File: src/register_access_macros.svh
/*
 * Register access stage constants
 * Register counts, widths, special register indices and operand codes
 */
`ifndef REGISTER_ACCESS_MACROS_SVH
`define REGISTER_ACCESS_MACROS_SVH

`define RA_NUM_GPR  8
`define RA_GPR_W    32
`define RA_SEG_W    16
`define RA_NUM_SEG  6

// General register numbers
`define RA_ESP_IDX  4
`define RA_ESI_IDX  6
`define RA_EDI_IDX  7

// Segment order is ES, CS, SS, DS, FS, GS
`define RA_CS_IDX   1
`define RA_SS_IDX   2

// Operand register taken from ModRM r/m field
`define RA_OP_MODRM 3'd4

`endif

File: src/register_access_pkg.sv
/*
 * Register access stage types
 * Register words, register numbers, size and stack codes, register files
 */
`include "register_access_macros.svh"

package register_access_pkg;

    typedef logic [`RA_GPR_W-1:0] gpr_word_t;
    typedef logic [`RA_SEG_W-1:0] seg_word_t;

    typedef logic [$clog2(`RA_NUM_GPR)-1:0] reg_idx_t;

    // 1 byte, 2 word, 3 doubleword, 0 none
    typedef logic [1:0] op_size_t;

    // Bit 1 pop, bit 0 push
    typedef logic [1:0] stack_op_t;

    typedef gpr_word_t [`RA_NUM_GPR-1:0] gpr_file_t;
    typedef seg_word_t [`RA_NUM_SEG-1:0] seg_file_t;

endpackage

File: src/reg_wb_if.sv
/*
 * General register writeback group
 * Number, enable, stack flag, size and data from the writeback stage
 */
interface reg_wb_if;
    import register_access_pkg::*;

    reg_idx_t  number;
    logic      en;
    logic      stack;
    op_size_t  size;
    gpr_word_t data;

    // Register file write side
    modport sink (input number, en, stack, size, data);

    // Speculative stack pointer reload
    modport observe (input en, stack, number, data);

endinterface

File: src/gpr_cell.sv
/*
 * General register cell
 * One 32-bit register with byte, word or doubleword writes
 */
module gpr_cell (
    input  logic                           clk,
    input  logic                           rst_n,
    input  logic                           wr_en,
    input  register_access_pkg::op_size_t  wr_size,
    input  register_access_pkg::gpr_word_t wr_data,
    output register_access_pkg::gpr_word_t value
);

    always_ff @(posedge clk) begin
        if (!rst_n) begin
            value <= '0;
        end else if (wr_en) begin
            case (wr_size)
                2'd1: value[7:0]  <= wr_data[7:0];
                2'd2: value[15:0] <= wr_data[15:0];
                2'd3: value       <= wr_data;
                default: ;  // size 0 leaves the register alone
            endcase
        end
    end

endmodule

File: src/gpr_write_decode.sv
/*
 * General register write decoder
 * Merges writeback, MOVS steps and stack commit into one write per register
 */
`include "register_access_macros.svh"

module gpr_write_decode (
    reg_wb_if.sink                           wb,
    input  logic                             transfer,
    input  logic                             d_movs,
    input  register_access_pkg::gpr_word_t   next_esi,
    input  register_access_pkg::gpr_word_t   next_edi,
    input  logic                             wb_stack_en,
    input  register_access_pkg::gpr_word_t   commit_esp,
    output logic [`RA_NUM_GPR-1:0]           wr_en,
    output register_access_pkg::op_size_t [`RA_NUM_GPR-1:0] wr_size,
    output register_access_pkg::gpr_file_t   wr_data
);
    import register_access_pkg::*;

    // Lowest priority first so later assignments win
    always_comb begin
        for (int i = 0; i < `RA_NUM_GPR; i++) begin
            wr_en[i]   = wb.en && (wb.number == reg_idx_t'(i));
            wr_size[i] = wb.size;
            wr_data[i] = wb.data;
        end

        // MOVS only steps on an accepted instruction
        if (transfer && d_movs) begin
            wr_en[`RA_ESI_IDX]   = 1'b1;
            wr_size[`RA_ESI_IDX] = 2'd3;
            wr_data[`RA_ESI_IDX] = next_esi;
            wr_en[`RA_EDI_IDX]   = 1'b1;
            wr_size[`RA_EDI_IDX] = 2'd3;
            wr_data[`RA_EDI_IDX] = next_edi;
        end

        // Architectural ESP update from a retired stack op
        if (wb_stack_en) begin
            wr_en[`RA_ESP_IDX]   = 1'b1;
            wr_size[`RA_ESP_IDX] = 2'd3;
            wr_data[`RA_ESP_IDX] = commit_esp;
        end
    end

endmodule

File: src/operand_select.sv
/*
 * Operand register select
 * Picks each operand's register from ModRM or decode and reads its value
 */
`include "register_access_macros.svh"

module operand_select (
    input  register_access_pkg::gpr_file_t gpr,
    input  logic [2:0]                     d_op0,
    input  logic [2:0]                     d_op1,
    input  register_access_pkg::reg_idx_t  d_op0_reg,
    input  register_access_pkg::reg_idx_t  d_op1_reg,
    input  logic [7:0]                     d_modrm,
    output register_access_pkg::reg_idx_t  op0_reg,
    output register_access_pkg::reg_idx_t  op1_reg,
    output register_access_pkg::gpr_word_t op0_value,
    output register_access_pkg::gpr_word_t op1_value,
    output register_access_pkg::gpr_file_t gpr_out
);

    assign gpr_out = gpr;

    // Each operand checks its own code against the ModRM form
    assign op0_reg = (d_op0 == `RA_OP_MODRM) ? d_modrm[2:0] : d_op0_reg;
    assign op1_reg = (d_op1 == `RA_OP_MODRM) ? d_modrm[2:0] : d_op1_reg;

    assign op0_value = gpr[op0_reg];
    assign op1_value = gpr[op1_reg];

endmodule

File: src/string_step.sv
/*
 * MOVS index step
 * Moves ESI and EDI by the operand size, direction set by DF
 */
module string_step (
    input  register_access_pkg::gpr_word_t esi,
    input  register_access_pkg::gpr_word_t edi,
    input  logic                           flag_df,
    input  register_access_pkg::op_size_t  size,
    output register_access_pkg::gpr_word_t next_esi,
    output register_access_pkg::gpr_word_t next_edi
);
    import register_access_pkg::*;

    gpr_word_t step;

    always_comb begin
        case (size)
            2'd1:    step = gpr_word_t'(1);
            2'd2:    step = gpr_word_t'(2);
            2'd3:    step = gpr_word_t'(4);
            default: step = '0;
        endcase
    end

    // DF set walks the strings downward
    assign next_esi = flag_df ? esi - step : esi + step;
    assign next_edi = flag_df ? edi - step : edi + step;

endmodule

File: src/stack_tracker.sv
/*
 * Stack pointer tracking
 * Speculative ESP for in-flight pushes and pops, the stack address,
 * and the committed ESP value for retired stack ops
 */
`include "register_access_macros.svh"

module stack_tracker (
    input  logic                            clk,
    input  logic                            rst_n,
    reg_wb_if.observe                       wb,
    input  logic                            transfer,
    input  register_access_pkg::stack_op_t  d_stack_op,
    input  register_access_pkg::op_size_t   d_size,
    input  register_access_pkg::seg_word_t  ss,
    input  register_access_pkg::gpr_word_t  esp,
    input  register_access_pkg::op_size_t   wb_stack_size,
    input  register_access_pkg::stack_op_t  wb_stack_op,
    output register_access_pkg::gpr_word_t  stack_address,
    output register_access_pkg::gpr_word_t  commit_esp
);
    import register_access_pkg::*;

    gpr_word_t spec_esp;
    gpr_word_t pop_esp;
    gpr_word_t push_esp;
    logic      esp_load;

    // Pop grows by 4 or 2, push shrinks by 4, 2 or 1
    function automatic gpr_word_t step_pointer(input gpr_word_t ptr,
                                               input logic      pop,
                                               input op_size_t  size);
        gpr_word_t result;
        if (pop) begin
            result = ptr + (size[0] ? gpr_word_t'(4) : gpr_word_t'(2));
        end else begin
            case (size)
                2'd3:    result = ptr - gpr_word_t'(4);
                2'd2:    result = ptr - gpr_word_t'(2);
                default: result = ptr - gpr_word_t'(1);
            endcase
        end
        return result;
    endfunction

    assign pop_esp  = step_pointer(spec_esp, 1'b1, d_size);
    assign push_esp = step_pointer(spec_esp, 1'b0, d_size);

    // A plain write to ESP resyncs the speculative copy
    assign esp_load = wb.en && !wb.stack && (wb.number == reg_idx_t'(`RA_ESP_IDX));

    always_ff @(posedge clk) begin
        if (!rst_n) begin
            spec_esp <= '0;
        end else if (esp_load) begin
            spec_esp <= wb.data;
        end else if (transfer && d_stack_op[1]) begin
            spec_esp <= pop_esp;
        end else if (transfer && d_stack_op[0]) begin
            spec_esp <= push_esp;
        end
    end

    // Pop reads at the current top, push writes below it
    assign stack_address = (gpr_word_t'(ss) << `RA_SEG_W)
                         + (d_stack_op[1] ? spec_esp : push_esp);

    assign commit_esp = step_pointer(esp, wb_stack_op[1], wb_stack_size);

endmodule

File: src/segment_regs.sv
/*
 * Segment registers
 * ES, CS, SS, DS, FS, GS with writeback and a direct CS load
 */
`include "register_access_macros.svh"

module segment_regs (
    input  logic                           clk,
    input  logic                           rst_n,
    input  register_access_pkg::reg_idx_t  wb_seg_number,
    input  logic                           wb_seg_en,
    input  register_access_pkg::seg_word_t wb_seg_data,
    input  register_access_pkg::seg_word_t write_cs,
    input  logic                           write_cs_enable,
    output register_access_pkg::seg_file_t seg
);
    import register_access_pkg::*;

    always_ff @(posedge clk) begin
        if (!rst_n) begin
            seg <= '0;
        end else begin
            // Numbers 6 and 7 match no entry and are dropped
            for (int i = 0; i < `RA_NUM_SEG; i++) begin
                if (wb_seg_en && (wb_seg_number == reg_idx_t'(i))) begin
                    seg[i] <= wb_seg_data;
                end
            end
            // Direct CS load beats a writeback to CS
            if (write_cs_enable) begin
                seg[`RA_CS_IDX] <= write_cs;
            end
        end
    end

endmodule

File: src/register_access_top.sv
/*
 * Register access stage
 * Holds the general and segment registers, resolves operand registers,
 * tracks the speculative stack pointer and steps ESI/EDI for MOVS
 */
`include "register_access_macros.svh"

module register_access_top (
    input  logic                        clk,
    input  logic                        rst_n,

    // Decode side
    input  logic                        d_valid,
    output logic                        d_ready,
    input  register_access_pkg::op_size_t  d_size,
    input  logic [2:0]                  d_op0,
    input  logic [2:0]                  d_op1,
    input  register_access_pkg::reg_idx_t  d_op0_reg,
    input  register_access_pkg::reg_idx_t  d_op1_reg,
    input  logic [7:0]                  d_modrm,
    input  register_access_pkg::stack_op_t d_stack_op,
    input  logic                        d_movs,
    input  logic                        flag_df,

    // Address generation side
    output logic                        r_valid,
    input  logic                        r_ready,
    output register_access_pkg::op_size_t  r_size,
    output logic [2:0]                  r_op0,
    output logic [2:0]                  r_op1,
    output register_access_pkg::reg_idx_t  r_op0_reg,
    output register_access_pkg::reg_idx_t  r_op1_reg,
    output logic [7:0]                  r_modrm,
    output register_access_pkg::stack_op_t r_stack_op,
    output register_access_pkg::gpr_word_t r_op0_value,
    output register_access_pkg::gpr_word_t r_op1_value,
    output register_access_pkg::gpr_word_t r_stack_address,
    output register_access_pkg::gpr_file_t r_gpr,
    output register_access_pkg::seg_file_t r_seg,

    // General register writeback
    input  register_access_pkg::reg_idx_t  wb_reg_number,
    input  logic                        wb_reg_en,
    input  logic                        wb_stack,
    input  register_access_pkg::op_size_t  wb_reg_size,
    input  register_access_pkg::gpr_word_t wb_reg_data,

    // Segment register writeback
    input  register_access_pkg::reg_idx_t  wb_seg_number,
    input  logic                        wb_seg_en,
    input  register_access_pkg::seg_word_t wb_seg_data,
    input  register_access_pkg::seg_word_t write_cs,
    input  logic                        write_cs_enable,

    // Stack commit
    input  logic                        wb_stack_en,
    input  register_access_pkg::op_size_t  wb_stack_size,
    input  register_access_pkg::stack_op_t wb_stack_op
);
    import register_access_pkg::*;

    logic                       transfer;
    logic [`RA_NUM_GPR-1:0]     wr_en;
    op_size_t [`RA_NUM_GPR-1:0] wr_size;
    gpr_file_t                  wr_data;
    gpr_file_t                  cell_value;
    gpr_word_t                  next_esi;
    gpr_word_t                  next_edi;
    gpr_word_t                  commit_esp;

    reg_wb_if wb_bus ();

    // No pipe register, the handshake passes straight through
    assign r_valid  = d_valid;
    assign d_ready  = r_ready;
    assign transfer = d_valid && r_ready;

    assign r_size     = d_size;
    assign r_op0      = d_op0;
    assign r_op1      = d_op1;
    assign r_modrm    = d_modrm;
    assign r_stack_op = d_stack_op;

    assign wb_bus.number = wb_reg_number;
    assign wb_bus.en     = wb_reg_en;
    assign wb_bus.stack  = wb_stack;
    assign wb_bus.size   = wb_reg_size;
    assign wb_bus.data   = wb_reg_data;

    gpr_write_decode i_gpr_write_decode (
        .wb          (wb_bus),
        .transfer    (transfer),
        .d_movs      (d_movs),
        .next_esi    (next_esi),
        .next_edi    (next_edi),
        .wb_stack_en (wb_stack_en),
        .commit_esp  (commit_esp),
        .wr_en       (wr_en),
        .wr_size     (wr_size),
        .wr_data     (wr_data)
    );

    for (genvar i = 0; i < `RA_NUM_GPR; i++) begin : g_gpr
        gpr_cell i_gpr_cell (
            .clk     (clk),
            .rst_n   (rst_n),
            .wr_en   (wr_en[i]),
            .wr_size (wr_size[i]),
            .wr_data (wr_data[i]),
            .value   (cell_value[i])
        );
    end

    operand_select i_operand_select (
        .gpr       (cell_value),
        .d_op0     (d_op0),
        .d_op1     (d_op1),
        .d_op0_reg (d_op0_reg),
        .d_op1_reg (d_op1_reg),
        .d_modrm   (d_modrm),
        .op0_reg   (r_op0_reg),
        .op1_reg   (r_op1_reg),
        .op0_value (r_op0_value),
        .op1_value (r_op1_value),
        .gpr_out   (r_gpr)
    );

    string_step i_string_step (
        .esi      (cell_value[`RA_ESI_IDX]),
        .edi      (cell_value[`RA_EDI_IDX]),
        .flag_df  (flag_df),
        .size     (d_size),
        .next_esi (next_esi),
        .next_edi (next_edi)
    );

    stack_tracker i_stack_tracker (
        .clk           (clk),
        .rst_n         (rst_n),
        .wb            (wb_bus),
        .transfer      (transfer),
        .d_stack_op    (d_stack_op),
        .d_size        (d_size),
        .ss            (r_seg[`RA_SS_IDX]),
        .esp           (cell_value[`RA_ESP_IDX]),
        .wb_stack_size (wb_stack_size),
        .wb_stack_op   (wb_stack_op),
        .stack_address (r_stack_address),
        .commit_esp    (commit_esp)
    );

    segment_regs i_segment_regs (
        .clk             (clk),
        .rst_n           (rst_n),
        .wb_seg_number   (wb_seg_number),
        .wb_seg_en       (wb_seg_en),
        .wb_seg_data     (wb_seg_data),
        .write_cs        (write_cs),
        .write_cs_enable (write_cs_enable),
        .seg             (r_seg)
    );

endmodule

File: config.mk
export PLATFORM = sky130hd
export DESIGN_NAME = register_access_top
export DESIGN_NICKNAME = d
export VERILOG_FILES = /design/src/register_access_pkg.sv /design/src/reg_wb_if.sv /design/src/gpr_cell.sv /design/src/gpr_write_decode.sv /design/src/operand_select.sv /design/src/string_step.sv /design/src/stack_tracker.sv /design/src/segment_regs.sv /design/src/register_access_top.sv
export VERILOG_INCLUDE_DIRS = /design/src
export SDC_FILE = /design/constraint.sdc
export NUM_CORES = 2
export LEC_CHECK = 0
export ABC_AREA = 1
export BUFFER_PORTS_ARGS = -buffer_cell sky130_fd_sc_hd__clkbuf_2
export CORE_MARGIN = 1
export CORE_UTILIZATION = 40
export CTS_BUF_LIST = sky130_fd_sc_hd__clkbuf_16
export CTS_CLUSTER_SIZE = 25
export DETAILED_ROUTE_END_ITERATION = 10
export PLACE_DENSITY = 0.69
export SLEW_MARGIN = 20
export SYNTH_ARGS = -nofsm -noshare
export SYNTH_HDL_FRONTEND = slang
export SYNTH_HIERARCHICAL = 1
export SYNTH_SLANG_ARGS = --single-unit
File: constraint.sdc
create_clock -name clk -period 10 [get_ports clk]
set_input_delay 0 -clock clk [delete_from_list [all_inputs] [get_ports clk]]
set_output_delay 0 -clock clk [all_outputs]
set_load 0.05 [all_outputs]
==> results.md <==
* Initial Utilization at 40.42%
* Yosys reg bits at 384
* Mapped Area at 0.03840 mm²
* Most frequent cells in the layout: 1,807 x nand2_1, 947 x nand3_1, 851 x nor2_1, 760 x inv_1, 572 x clkbuf_2
* Vias per inst at 5.543
* Slew HR at 27.85%
* Tcrit/Tclk final at 50.35%
* Layout Utilization at 42.79%
* Count of input and output buffers at 573
* DR DRC count at 0
* Worst reg2reg path endpoint: g_gpr[4].i_gpr_cell/value[29]
* Die H at 311.8 µm
* Fin crit period at 5.035 ns
* Most common cell after layout, fill and taps aside: nand2_1
* Count of cell types in the netlist at 58
* Final WS setup at 4.965 ns
* Max-slew violations at 0
* Avg Inst Size Synth at 5.709 µm²
* Register area share after synthesis at 20.02%
* Crit end category: primary output
* Hold crit path type: input pin to primary output
* Pleak at 21.37 nW
* Total Nets Final at 6,927
* Largest net degree at the start of global routing at 149
* Worst vdd ir at 120.7 µV
* Worst-case reg-to-reg path depth at 18
* Critical path's largest stage delay at 0.47 ns
* GP Congestion at 1.003
* Crit-path most repeated cell: nand3_1
* Status: completed
* Min-Delay Endpoint: r_modrm[7]
* # setup viols final at 0
* Pre-Repair DR Iteration Count at 8
* R2R setup slack at 6.65 ns
* R2R Path Start: g_gpr[4].i_gpr_cell/value[2]
* Max Cap Viol at 0
* Synthesized Nets at 6,944
* Clk root buf: clkbuf_16
* Worst Min Path Start: d_modrm[7]
* TritonCTS clock tree: built
* Setup Skew at 0.03609 ns
* First-pass GRT wire length at 254.9 mm
* Placed inst area at 0.03793 mm²
* Mapped Cells at 6,727
* Starting DRT DRC Count at 5,949
* Worst EP arrival at 5.03 ns
* Die Area at 0.09725 mm²
* CP startpoint kind: flip-flop
* Remaining global-route overflow at 0
* Hold Fails Final Rpt at 0
* CP max-delay cell: dfxtp_1
* Core region area at 0.09501 mm²
* Dpl ws at 5.630 ns
* Final instance area at 0.04066 mm²
* Measured slew at the worst slew-check pin at 1.081 ns
* Asr flop ratio synth at 0%
* Die X-Extent at 311.8 µm
* Initial antenna violation count at 5
* Synth warn at 6
* Number of global-route vias before repair at 39,700
* Max Buffers Root-to-Sink at 3
* Critical path cell sequence: inv_1, ha_1, nand2_1, nand2_1, nor2_1, nand3_1, nand3_1, nand3_1, nand3_1, o21ai_0, ha_1, fa_1, nand3_1, nand2_1, a21oi_1, o21ai_0, a21boi_0, o21ai_0, xor2_1, clkbuf_2
* CTS Buf Count at 50
* Crit Path Max Fanout at 7
* Final ANT Viol Nets at 0
* Worst-skew pair later-pin latency at 0.66 ns
* TNS Setup at 0 ns
* Max Clk Rate at 198.6 MHz
* Worst hold slack at 0.0003182 ns
* Routed length per placed instance at 21.77 µm
* GRT Total Usage at 34.16%
* PostCTS Resize Cnt at 0
* EDFF count, synth at 0
* WS Path Type: flip-flop to primary output
* RSZ-0062 raised after global routing: false
* Share of cells above drive strength 1 at 12.59%
* Req. time, crit path at 10.00 ns
* Clock sinks at 384
* Vias at 44,440
* Hold depth at 0
* I/O pin cnt at 585
* Ys flop type: dfxtp_1
* Layout area overhead at 5.871%
* P per Cell Area at 145.4 mW/mm²
* WL final at 174.5 mm
* Dpl hpwl at 125.8 mm
* Clock-pin slew on the worst setup and hold paths at 0.06 ns
* H-tree depth at 2
* Row count at 113
-- worst max-delay path: cells and delay by family (launching register included) --
kind | cells | cell delay (ns)
adders and majority gates | 3 | 0.96
AOI/OAI and AO/OA | 5 | 1.00
and+or+nand+nor | 9 | 1.29
DFF | 1 | 0.47
xor gates and xnor gates | 1 | 0.18
buffers and inverters | 2 | 0.51
-- Yosys cell counts (40+ instances only) --
library cell,instances,area (µm²)
a21oi_1,272,1361
buf_2,135,675.7
buf_4,489,3671
buf_6,40,450.4
clkbuf_1,101,379.1
dfxtp_1,384,7687
ha_1,103,1289
inv_1,755,2834
nand2_1,1809,6790
nand3_1,949,4750
nand4_1,48,300.3
nor2_1,851,3194
nor3_1,58,290.3
o21ai_0,318,1592
xor2_1,78,683.2
-- kinds of logic (layout without fill, tap and decap cells) --
kind of cell             count (synthesis)  in the layout  share of synthesized area, %
other                                    0              2                             0
XOR/XNOR                                91             91                         2.075
AO/OA/AOI/OAI                          725            725                         10.17
AND/OR/NAND/NOR                       3860           3860                         42.87
buffers and inverters                 1561           1585                         21.35
adder cells (fa/ha/maj)                106            106                         3.512
flip-flops                             384            384                         20.02
-- through the flow --
stage | instances | total power [mW]
final | 8018 | 5.911
after global routing | 8017 | 6.157
after CTS | 8016 | 5.871
after detailed placement | 7820 | 3.918
after global placement | 7820 | 3.901
after floorplan | 6727 | 3.381
-- report_power, final --
part	internal, mW	total, mW	switching (mW)
clock network	1.12	1.93	0.808
registers	1.60	1.76	0.160
logic	0.561	2.22	1.66
total	3.28	5.91	2.63
-- layout make-up --
type / instances / area (µm²)
antenna: 2 / 5.005
multi-input combinational: 4782 / 22580
clock inverter: 43 / 441.7
timing repair buffer: 709 / 4169
clock buffer: 50 / 1251
fill: 10440 / 54350
inverter: 783 / 2944
sequential: 384 / 7687
tap: 1265 / 1583
-- worst max-delay path by stage --
| stage | depth (start not counted) | endpoint | start |
|---|---|---|---|
| 6_report | 20 | r_stack_address[28] | i_stack_tracker/spec_esp[2] |
| 5_1_grt | 20 | r_stack_address[28] | i_stack_tracker/spec_esp[2] |
| 4_1_cts | 20 | r_stack_address[28] | i_stack_tracker/spec_esp[2] |
| 3_5_place_dp | 19 | r_stack_address[28] | d_size[1] |
| 3_3_place_gp | 19 | r_stack_address[29] | d_size[1] |
| 2_1_floorplan | 19 | r_stack_address[28] | i_stack_tracker/spec_esp[2] |
-- per-layer routing --
metal	part of all wire [%]	GRT usage [%]
met5	0.018	0
met2	42	51.53
met1	39	43.46
met4	7.2	21.47
met3	12	8.346
-- flip-flops by register name (all words and copies together), names as in the netlist --
register,cells
g_gpr.i_gpr_cell/value,256
i_segment_regs/seg,96
i_stack_tracker/spec_esp,32
-- repair_timing --
item                      4_1_cts  5_1_grt
buffers inserted                0        0
hold buffers                  103        0
hold endpoints to repair      287        0
No activity file was read; power rests on OpenSTA's default activity.
